$ cat src/isa_pkg.sv
// Command word encoding
package isa_pkg;

  // Every command travels as one 32-bit word
  parameter int unsigned cmd_width = 32;

  // Field widths shared by both layouts of the command word
  parameter int unsigned opcode_width  = 4;
  parameter int unsigned pair_op_width = 14;
  parameter int unsigned wide_width    = 24;
  parameter int unsigned shamt_width   = 4;

  // Opcodes in the low half of the code space use the pair layout
  // and the ones starting at 4'h8 use the wide layout
  // Codes not listed here are illegal and are flagged by the execute stage
  typedef enum logic [opcode_width-1:0] {
    op_add = 4'h0,
    op_sub = 4'h1,
    op_and = 4'h2,
    op_xor = 4'h3,
    op_shl = 4'h8,
    op_rol = 4'h9
  } opcode_e;

  // One word with two readings, both keep the opcode in the top nibble
  // Pair view holds two small operands for the arithmetic and logic ops
  // Wide view holds a 24-bit value and a shift amount for shl and rol
  typedef union packed {
    struct packed {
      opcode_e                  opcode;
      logic [pair_op_width-1:0] operand_a;
      logic [pair_op_width-1:0] operand_b;
    } pair;
    struct packed {
      opcode_e                opcode;
      logic [wide_width-1:0]  value;
      logic [shamt_width-1:0] shamt;
    } wide;
  } cmd_u;

endpackage

$ cat src/result_pkg.sv
// Result and status flag encoding
package result_pkg;

  // Width of the computed result word
  parameter int unsigned res_width = 32;

  // The flag port carries two status bits next to the result
  parameter int unsigned flag_width = 2;

  // Bit position of each status flag inside the flag port
  // Zero is set whenever the result word is all zeros
  parameter int unsigned flag_zero_idx = 0;
  // Illegal is set when the opcode is not one of the known codes
  parameter int unsigned flag_illegal_idx = 1;

  // An illegal command produces this result, so the zero flag is
  // raised along with the illegal flag
  parameter logic [res_width-1:0] illegal_result = '0;

endpackage

$ cat src/alu_exec_stage.sv
// Combinational execute stage
module alu_exec_stage
  import isa_pkg::*;
  import result_pkg::*;
(
  input  logic                  valid_i,
  input  logic                  ready_i,
  input  cmd_u                  cmd_i,
  output logic                  valid_o,
  output logic                  ready_o,
  output logic [res_width-1:0]  result_o,
  output logic [flag_width-1:0] flags_o
);

  // Zero-extended operands of the pair layout
  logic [res_width-1:0] operand_a;
  logic [res_width-1:0] operand_b;

  // Left shift of the wide value, kept to 24 bits
  logic [wide_width-1:0] shl_value;

  // Two copies of the wide value side by side for the rotate
  logic [2*wide_width-1:0] rol_pair;
  logic [wide_width-1:0]   rol_value;

  // Set when the opcode does not match any known command
  logic illegal;

  // The stage adds no storage, so both handshake directions pass through
  // and the spill registers on either side carry all the timing
  assign valid_o = valid_i;
  assign ready_o = ready_i;

  // Pair operands are 14 bits wide and are widened to the result width
  // before any arithmetic, so carries and borrows reach the upper bits
  assign operand_a = res_width'(cmd_i.pair.operand_a);
  assign operand_b = res_width'(cmd_i.pair.operand_b);

  // Bits pushed past position 23 are dropped
  assign shl_value = cmd_i.wide.value << cmd_i.wide.shamt;

  // Shifting the doubled value left lets the bits that leave the top of
  // the lower copy reappear at its bottom, the upper half is the rotate
  assign rol_pair  = {cmd_i.wide.value, cmd_i.wide.value} << cmd_i.wide.shamt;
  assign rol_value = rol_pair[2*wide_width-1:wide_width];

  // Opcode sits in the same place in both views, the pair view is used to
  // read it and the matching view is used to read the operands
  always_comb begin
    result_o = illegal_result;
    illegal  = 1'b0;
    case (cmd_i.pair.opcode)
      op_add: begin
        result_o = operand_a + operand_b;
      end
      op_sub: begin
        // Wraps modulo 2**32 when operand_b is the larger one
        result_o = operand_a - operand_b;
      end
      op_and: begin
        result_o = operand_a & operand_b;
      end
      op_xor: begin
        result_o = operand_a ^ operand_b;
      end
      op_shl: begin
        result_o = res_width'(shl_value);
      end
      op_rol: begin
        result_o = res_width'(rol_value);
      end
      default: begin
        // Unknown opcodes keep the fixed illegal result
        illegal = 1'b1;
      end
    endcase
  end

  // Status flags are formed from the final result, so an illegal command
  // also reports zero
  always_comb begin
    flags_o                   = '0;
    flags_o[flag_zero_idx]    = (result_o == '0);
    flags_o[flag_illegal_idx] = illegal;
  end

endmodule

$ cat src/alu_pipe_top.sv
// Two-stage operand pipeline top
module alu_pipe_top
  import isa_pkg::*;
  import result_pkg::*;
#(
  // Bypass selection for the input and output spill registers
  parameter bit in_bypass  = 1'b0,
  parameter bit out_bypass = 1'b0
) (
  input  logic                  clk_i,
  input  logic                  rst_ni,
  input  logic                  flush_i,
  input  logic                  cmd_valid_i,
  input  logic [cmd_width-1:0]  cmd_data_i,
  output logic                  cmd_ready_o,
  output logic                  res_valid_o,
  input  logic                  res_ready_i,
  output logic [res_width-1:0]  res_data_o,
  output logic [flag_width-1:0] res_flags_o
);

  // Link from the input register into the execute stage
  logic                 exec_valid;
  logic                 exec_ready;
  logic [cmd_width-1:0] exec_cmd;

  // Link from the execute stage into the output register
  logic                  out_valid;
  logic                  out_ready;
  logic [res_width-1:0]  exec_result;
  logic [flag_width-1:0] exec_flags;

  // Result and flags travel through the output register as one word
  logic [res_width+flag_width-1:0] res_word;

  spill_register_flushable #(
    .data_width (cmd_width),
    .bypass     (in_bypass)
  ) i_in_spill (
    .clk_i   (clk_i),
    .rst_ni  (rst_ni),
    .valid_i (cmd_valid_i),
    .flush_i (flush_i),
    .ready_o (cmd_ready_o),
    .data_i  (cmd_data_i),
    .valid_o (exec_valid),
    .ready_i (exec_ready),
    .data_o  (exec_cmd)
  );

  alu_exec_stage i_exec (
    .valid_i  (exec_valid),
    .ready_i  (out_ready),
    .cmd_i    (exec_cmd),
    .valid_o  (out_valid),
    .ready_o  (exec_ready),
    .result_o (exec_result),
    .flags_o  (exec_flags)
  );

  // Same flush reaches both registers, so every slot empties on one edge
  spill_register_flushable #(
    .data_width (res_width + flag_width),
    .bypass     (out_bypass)
  ) i_out_spill (
    .clk_i   (clk_i),
    .rst_ni  (rst_ni),
    .valid_i (out_valid),
    .flush_i (flush_i),
    .ready_o (out_ready),
    .data_i  ({exec_result, exec_flags}),
    .valid_o (res_valid_o),
    .ready_i (res_ready_i),
    .data_o  (res_word)
  );

  // Split the packed output word back into result and flags
  assign res_data_o  = res_word[res_width+flag_width-1:flag_width];
  assign res_flags_o = res_word[flag_width-1:0];

  // The decoder only sees defined opcodes and operands while a command is valid
  exec_cmd_known: assert property (
    @(posedge clk_i) disable iff (!rst_ni) exec_valid |-> !$isunknown(exec_cmd)
  ) else $error("execute stage input holds unknown bits while valid");

  // A flush leaves nothing to present in the following cycle
  // With both registers bypassed there is no storage and the check does not apply
  flush_empties_output: assert property (
    @(posedge clk_i) disable iff (!rst_ni)
      (flush_i && !(in_bypass && out_bypass)) |=> !res_valid_o
  ) else $error("res_valid_o still high in the cycle after a flush");

endmodule

$ cat src/spill_register_flushable.sv
// Flushable two-slot spill register
module spill_register_flushable #(
  // Width of the payload carried through the register
  parameter int unsigned data_width = 32,
  // When set the register collapses to plain wires
  parameter bit          bypass     = 1'b0
) (
  input  logic                  clk_i,
  input  logic                  rst_ni,
  input  logic                  valid_i,
  input  logic                  flush_i,
  output logic                  ready_o,
  input  logic [data_width-1:0] data_i,
  output logic                  valid_o,
  input  logic                  ready_i,
  output logic [data_width-1:0] data_o
);

  if (bypass) begin : gen_bypass

    // Transparent variant with the handshake passed straight through
    // and the flush left without effect since nothing is stored
    assign valid_o = valid_i;
    assign ready_o = ready_i;
    assign data_o  = data_i;

  end else begin : gen_spill

    // Slot A takes new data from the input side
    logic [data_width-1:0] a_data_q;
    logic                  a_full_q;
    logic                  a_fill;
    logic                  a_drain;

    // Slot B catches the word from A when downstream stalls
    logic [data_width-1:0] b_data_q;
    logic                  b_full_q;
    logic                  b_fill;
    logic                  b_drain;

    // A takes a new word on every input transfer
    // A flush in the same cycle wins and nothing is stored
    assign a_fill = valid_i && ready_o && !flush_i;

    // A gives up its word whenever B is free to take it or the output
    // is reading A directly, and a flush empties it unconditionally
    assign a_drain = (a_full_q && !b_full_q) || flush_i;

    // B is only loaded when A is moving on but downstream is stalled
    assign b_fill = a_drain && !ready_i && !flush_i;

    // B empties on an output transfer or on a flush
    assign b_drain = (b_full_q && ready_i) || flush_i;

    // Payload slots need no reset, the full flags say when they are valid
    always_ff @(posedge clk_i) begin
      if (a_fill) begin
        a_data_q <= data_i;
      end
      if (b_fill) begin
        b_data_q <= a_data_q;
      end
    end

    // Occupancy flags, set by a fill and cleared by a drain
    // A fill and a drain in the same cycle leave A full with new data
    always_ff @(posedge clk_i or negedge rst_ni) begin
      if (!rst_ni) begin
        a_full_q <= 1'b0;
        b_full_q <= 1'b0;
      end else begin
        if (a_fill || a_drain) begin
          a_full_q <= a_fill;
        end
        if (b_fill || b_drain) begin
          b_full_q <= b_fill;
        end
      end
    end

    // Input side stalls only with both slots occupied
    // This is registered state, so no path runs from ready_i to ready_o
    assign ready_o = !(a_full_q && b_full_q);

    // Either slot holding a word makes the output valid
    assign valid_o = a_full_q || b_full_q;

    // B always holds the older word, so it is presented first
    assign data_o = b_full_q ? b_data_q : a_data_q;

  end

  // Feeding and flushing in one cycle throws the new word away
  // The upstream side has to keep the two apart
  flush_no_valid: assert property (
    @(posedge clk_i) disable iff (!rst_ni) flush_i |-> !valid_i
  ) else $warning("spill register flushed while valid_i is high, input word is lost");

endmodule

$ cat config.mk
export PLATFORM = sky130hd
export DESIGN_NAME = alu_pipe_top
export DESIGN_NICKNAME = d
export VERILOG_FILES = /design/src/isa_pkg.sv /design/src/result_pkg.sv /design/src/alu_exec_stage.sv /design/src/alu_pipe_top.sv /design/src/spill_register_flushable.sv
export SDC_FILE = /design/constraint.sdc
export NUM_CORES = 1
export LEC_CHECK = 0
export BUFFER_PORTS_ARGS = -buffer_cell sky130_fd_sc_hd__buf_2
export CORE_MARGIN = 10
export CORE_UTILIZATION = 35
export CTS_BUF_LIST = sky130_fd_sc_hd__clkbuf_8 sky130_fd_sc_hd__clkbuf_16
export DETAILED_ROUTE_END_ITERATION = 10
export PLACE_DENSITY = 0.59
export SYNTH_ARGS = -nofsm -noshare
export SYNTH_HDL_FRONTEND = slang
export SYNTH_SLANG_ARGS = --single-unit
$ cat constraint.sdc
create_clock -name clk_i -period 4.85 [get_ports clk_i]
set_input_delay 0.7275 -clock clk_i [delete_from_list [all_inputs] [get_ports clk_i]]
set_output_delay 0.7275 -clock clk_i [all_outputs]
set_load 0.005 [all_outputs]
# --- Word-level counts from Yosys, hierarchy flattened ---
# Index checks and enable logic that the tools add are counted.
totals:
  reg_bits: 136
  input_bits: 37
  word_cells: 56
op_classes:
  addsub: 2
  n_eq_ne: 5
  shifts: 2
  muxes: 4
  n_bitwise: 2
  n_reduce_logical: 33
op_table:
  columns: ["cell", "count"]
  rows:
  - ["case mux 32 bit (6 select lines)", 1]
  - ["left shift 48 x 4 -> 48 bit", 1]
  - ["two-way mux 34 bit", 1]
  - ["logical NOT 32 bit", 1]
  - ["two-way mux 32 bit", 1]
  - ["left shift 24 x 4 -> 24 bit", 1]
  - ["adder 14 x 14 -> 15 bit", 1]
  - ["subtractor 14 x 14 -> 15 bit", 1]
  - ["AND 14 bit", 1]
  - ["logical AND 1 bit", 14]
  - ["XOR 14 bit", 1]
  - ["logical OR 1 bit", 10]
  - ["equality test 4 x 2 -> 1 bit (second input constant)", 2]
  - ["equality test 4 bit (second input constant)", 2]
  - ["logical NOT 1 bit", 6]
  - ["OR reduction 6 bit", 1]
  - ["equality test 4 x 1 -> 1 bit (second input constant)", 1]
  - ["logical NOT 4 bit", 1]
  - ["two-way mux 1 bit", 1]

# --- Depth between registers and ports, before layout ---
depth:
  ltp_word: 6
  depth_mapped: 17

# --- Hierarchy ---
# A second synthesis with hierarchy kept.
unflattened:
  hier_cells: 672
  area_unflattened_um2: 8583.2
modules_own_cells:
  columns: ["mod", "n_inst", "cells_per_inst", "area_per_inst_um2"]
  rows:
  - ["alu_exec_stage", 1, 448, 3395.8]
  - ["spill_register_flushable at i_out_spill", 1, 115, 2630.0]
  - ["spill_register_flushable at i_in_spill", 1, 109, 2557.5]

# --- Least setup slack after synthesis ---
# No wires, ideal clock.
synth_path:
  kind: "input -> register"
  from: "input port res_ready_i"
  to: "register i_out_spill.gen_spill.b_data_q[0], enable pin"
  arrival_ns: 3.637
  required_time_ns: 4.360
  path_slack_ns: 0.722
  cell_stages: 1
  path_cell_list: "nor4b_1"
synth_between:
  elab_chain_len: 3
synth_lines:
  columns: ["element", "line_no", "text"]
  rows:
  - ["start, declared", "alu_pipe_top.sv:17", "input logic res_ready_i,"]
  - ["logical NOT 1 bit", "spill_register_flushable.sv:50", "assign b_fill = a_drain && !ready_i && !flush_i;"]
  - ["logical AND 1 bit (2 in a row)", "spill_register_flushable.sv:50", null]
  - ["end signal, assigned", "spill_register_flushable.sv:61", "b_data_q <= a_data_q;"]
  - ["end, declared", "spill_register_flushable.sv:36", "logic [data_width-1:0] b_data_q;"]
# No other way between the ends.
# A chain may end at the register's enable or synchronous reset.

# --- Worst setup path after layout ---
layout_path:
  from: "register i_in_spill.gen_spill.b_full_q"
  to: "register i_out_spill.gen_spill.a_data_q[0] (data pin)"
layout_between:
  elab_chain_len: 4
layout_lines:
  columns: ["element", "line_no", "text"]
  rows:
  - ["start, declared", "spill_register_flushable.sv:37", "logic b_full_q;"]
  - ["start signal, assigned", "spill_register_flushable.sv:76", "b_full_q <= b_fill;"]
  - ["two-way mux 32 bit (*)", "spill_register_flushable.sv:89", "assign data_o = b_full_q ? b_data_q : a_data_q;"]
  - ["subtractor 14 x 14 -> 15 bit (tied with other cells)", "alu_exec_stage.sv:58", "result_o = operand_a - operand_b;"]
  - ["case mux 32 bit (6 select lines) (*)", "alu_exec_stage.sv:52", "case (cmd_i.pair.opcode)"]
  - ["via exec_result[12]", "alu_pipe_top.sv:30", "logic [res_width-1:0] exec_result;"]
  - ["logical NOT 32 bit (*)", "alu_exec_stage.sv:83", "flags_o[flag_zero_idx] = (result_o == '0);"]
  - ["via exec_flags[0]", "alu_pipe_top.sv:31", "logic [flag_width-1:0] exec_flags;"]
  - ["end signal, assigned", "spill_register_flushable.sv:58", "a_data_q <= data_i;"]
  - ["end, declared", "spill_register_flushable.sv:30", "logic [data_width-1:0] a_data_q;"]
# The timed path passes the listed nets; every way through them passes the cells marked *.

==> impl_metrics.json <==
{
  "status": "finished, final reports clean",
  "grt_usage_pct": 15.29,
  "ios": 73,
  "synth_area_um2": 7854,
  "synth_ff_type": "edfxtp_1",
  "leakage_uw": 0.003419,
  "diodes": 0,
  "wl_met1_um": 10340,
  "slew_headroom_pct": 38.10,
  "synth-async-reset-ratio_pct": 3.279,
  "area_delta_synth_final_pct": 15.90,
  "gr-total-overflow": 0,
  "ant_nets": 0,
  "critPathCaptureType": "flop",
  "grt_max_degree": 33,
  "required_ns": 5.12,
  "synth_edf_count": 118,
  "synth-simple-area-share_pct": 10.90,
  "synth_top_family_by_area": "compound AO/OA/AOI/OAI gates",
  "final_area_um2": 9102,
  "final_common_cell": "edfxtp_1",
  "clock_path_buffers": 2,
  "cts_root_buf": "clkbuf_16",
  "maxSlewViolCount": 0,
  "fin_tns_setup_ns": 0,
  "tightestPinTransition_ns": 0.9026,
  "utilization_pct": 41.45,
  "initial_core_util_pct": 35.77,
  "fp.dieH_um": 169.8,
  "crit_arrival_ns": 4.69,
  "layout_common_cells": "118 x edfxtp_1, 72 x buf_2, 55 x nor2_1",
  "die_x_um": 169.8,
  "clk_latency_ns": 0.42,
  "ys_seq_area_share_pct": 46.39,
  "worstHoldPathType": "in2async",
  "crit_path_start_kind": "flop",
  "synth-xor-area-share_pct": 0.7806,
  "dp_hpwl_um": 16850,
  "powerDensity_nw_per_um2": 318.4,
  "num_vias": 5985,
  "synth-compound-area-share_pct": 16.33,
  "synth_adder_area_share_pct": 4.971,
  "wl_per_cell_um": 20.81,
  "drtPass1Iterations": 5,
  "ir_drop_v": 0.0002825,
  "rows": 54,
  "yosysWarnings": 0,
  "cts_tree": "done",
  "drc": 0,
  "cap_violations": 0,
  "wl_met2_um": 9507,
  "drt_iter0_drc": 778,
  "antenna_found_initial": 0,
  "cts.clk_slew.worst_paths_ns": 0.06,
  "clock-sinks": 122,
  "port_buffers": 72,
  "cts_made_buffers": 17,
  "core_um2": 21960,
  "path_max_fanout": 14,
  "hold_viol_final": 0,
  "wl_met3_um": 1421,
  "gp_congestion": 0.9409,
  "die_area_um2": 28830,
  "synthDistinctLibCells": 78,
  "ys_ff_latch": 122,
  "post-route-min-period_ns": 4.415,
  "grt_pass1_wl_um": 34670,
  "rsz0062_at_grt": "false",
  "fmax_mhz": 226.5,
  "syn_avg_cell_area_um2": 11.45,
  "finalSetupViolCount": 0,
  "grt_pass1_vias": 6018,
  "wirelength_um": 21810,
  "crit_type": "reg2reg",
  "synthMuxAreaShare_pct": 15.64,
  "fin_skew_ns": 0.02015,
  "place_area_um2": 8479,
  "synth_nets": 753,
  "postSynthCellCount": 686,
  "num-fill-cells": 2108,
  "crit_start": "i_in_spill.gen_spill.b_full_q$_DFFE_PN0P_",
  "fin_ws_ns": 0.4348,
  "cts.repair.resized": 0,
  "viasPerCell": 5.711,
  "htreeDepth": 4,
  "highest_layer": "met4",
  "post-cts-setup-buffer-count": 0,
  "nets": 822,
  "drive_above_1_share_pct": 26.69,
  "finalCritPeriodShare_pct": 91.04,
  "power_uw": 2898,
  "pre_cts_slack_ns": 0.4632,
  "cts-hold-fix-buffers": 0,
  "rr_startpoint": "i_in_spill.gen_spill.b_full_q$_DFFE_PN0P_"
}
-- worst max-delay path, cell delays in order (launching register included) --
cell      delay [ns]
dfrtp_2         0.63
mux2_4          0.33
ha_1            0.23
inv_1           0.08
fa_1            0.49
o21ba_2         0.25
or4_1           0.43
a31oi_1         0.31
a221oi_1        0.19
or3_1           0.36
nand2_1         0.08
xnor2_1         0.11
o211ai_1        0.11
or4b_1          0.55
nor2_1          0.10
-- per-layer routing --
metal / GRT usage, % / up-vias
met5: 0 / -
met4: 5.265 / 0
met3: 3.443 / 42
met2: 22.97 / 267
met1: 21.18 / 2875
li1: - / 2801
-- synth_stat cells, drive strengths merged (6+ instances only) --
master	number	area (um2)
nand3	12	60.06
o22ai	18	112.6
o211ai	9	67.56
a211oi	8	60.06
ha	28	350.3
mux2	49	574.3
xnor2	6	52.55
o221ai	7	61.31
nor4	6	37.54
buf	30	222.7
a221o	6	60.06
a31oi	7	50.05
nor2	56	212.7
o21ai	20	103.9
a22oi	15	117.6
inv	31	116.4
nand2	34	127.6
edfxtp	118	3543
clkbuf	14	52.55
nor3	17	85.08
or3	7	43.79
a21oi	27	135.1
mux2i	56	654.4
o21bai	6	45.04
-- sequential cells by signal, summed over array words and instances, names as in the netlist --
name / count
i_out_spill.gen_spill.b_full_q: 1
i_out_spill.gen_spill.a_data_q: 27
i_in_spill.gen_spill.b_full_q: 1
i_out_spill.gen_spill.b_data_q: 27
i_in_spill.gen_spill.b_data_q: 32
i_in_spill.gen_spill.a_full_q: 1
i_in_spill.gen_spill.a_data_q: 32
i_out_spill.gen_spill.a_full_q: 1
-- final timing paths --
kind                                                               end  slack, ns  depth (start not counted)
min in group clk_i         i_out_spill.gen_spill.b_data_q[2]$_DFFE_PP_       0.44                          0
max in group asynchronous    i_in_spill.gen_spill.b_full_q$_DFFE_PN0P_       4.58                          1
hold / removal              i_out_spill.gen_spill.b_full_q$_DFFE_PN0P_       0.12                          1
setup reg to reg           i_out_spill.gen_spill.a_data_q[0]$_DFFE_PP_       0.43                         14
setup / recovery           i_out_spill.gen_spill.a_data_q[0]$_DFFE_PP_       0.43                         14
hold reg to reg            i_out_spill.gen_spill.b_data_q[2]$_DFFE_PP_       0.44                          0
-- report_power, final --
| part | switching (uW) | total, uW | internal (uW) |
|---|---|---|---|
| Sequential | 12.6 | 1190 | 1180 |
| Combinational | 233 | 381 | 148 |
| Clock | 465 | 1320 | 858 |
-- per-stage QoR --
step	instances	hold WS (ns)
after CTS	1048	0.1007
final	1048	0.1211
after floorplan	686	0.4222
after global routing	1048	0.1043
after detailed placement	1016	0.4383
after global placement	1016	0.4285
-- kinds of logic (layout without fill, tap and decap cells) --
group,Yosys count,in the layout
mux,105,105
buf+inv,75,157
simple gates,170,170
xor+xnor,7,7
fa+ha+maj,30,30
flops,122,122
compound gates,177,177
-- cell type report --
cell class | count | area, um2 | area share [%]
timing repair buffer | 94 | 525.5 | 5.773
multi-input combinational | 489 | 3842 | 42.21
inverter | 31 | 116.4 | 1.278
clock inverter | 15 | 197.7 | 2.172
sequential | 122 | 3645 | 40.04
clock buffer | 17 | 425.4 | 4.674
tap | 280 | 350.3 | 3.849
No activity file was read; power rests on OpenSTA's default activity.
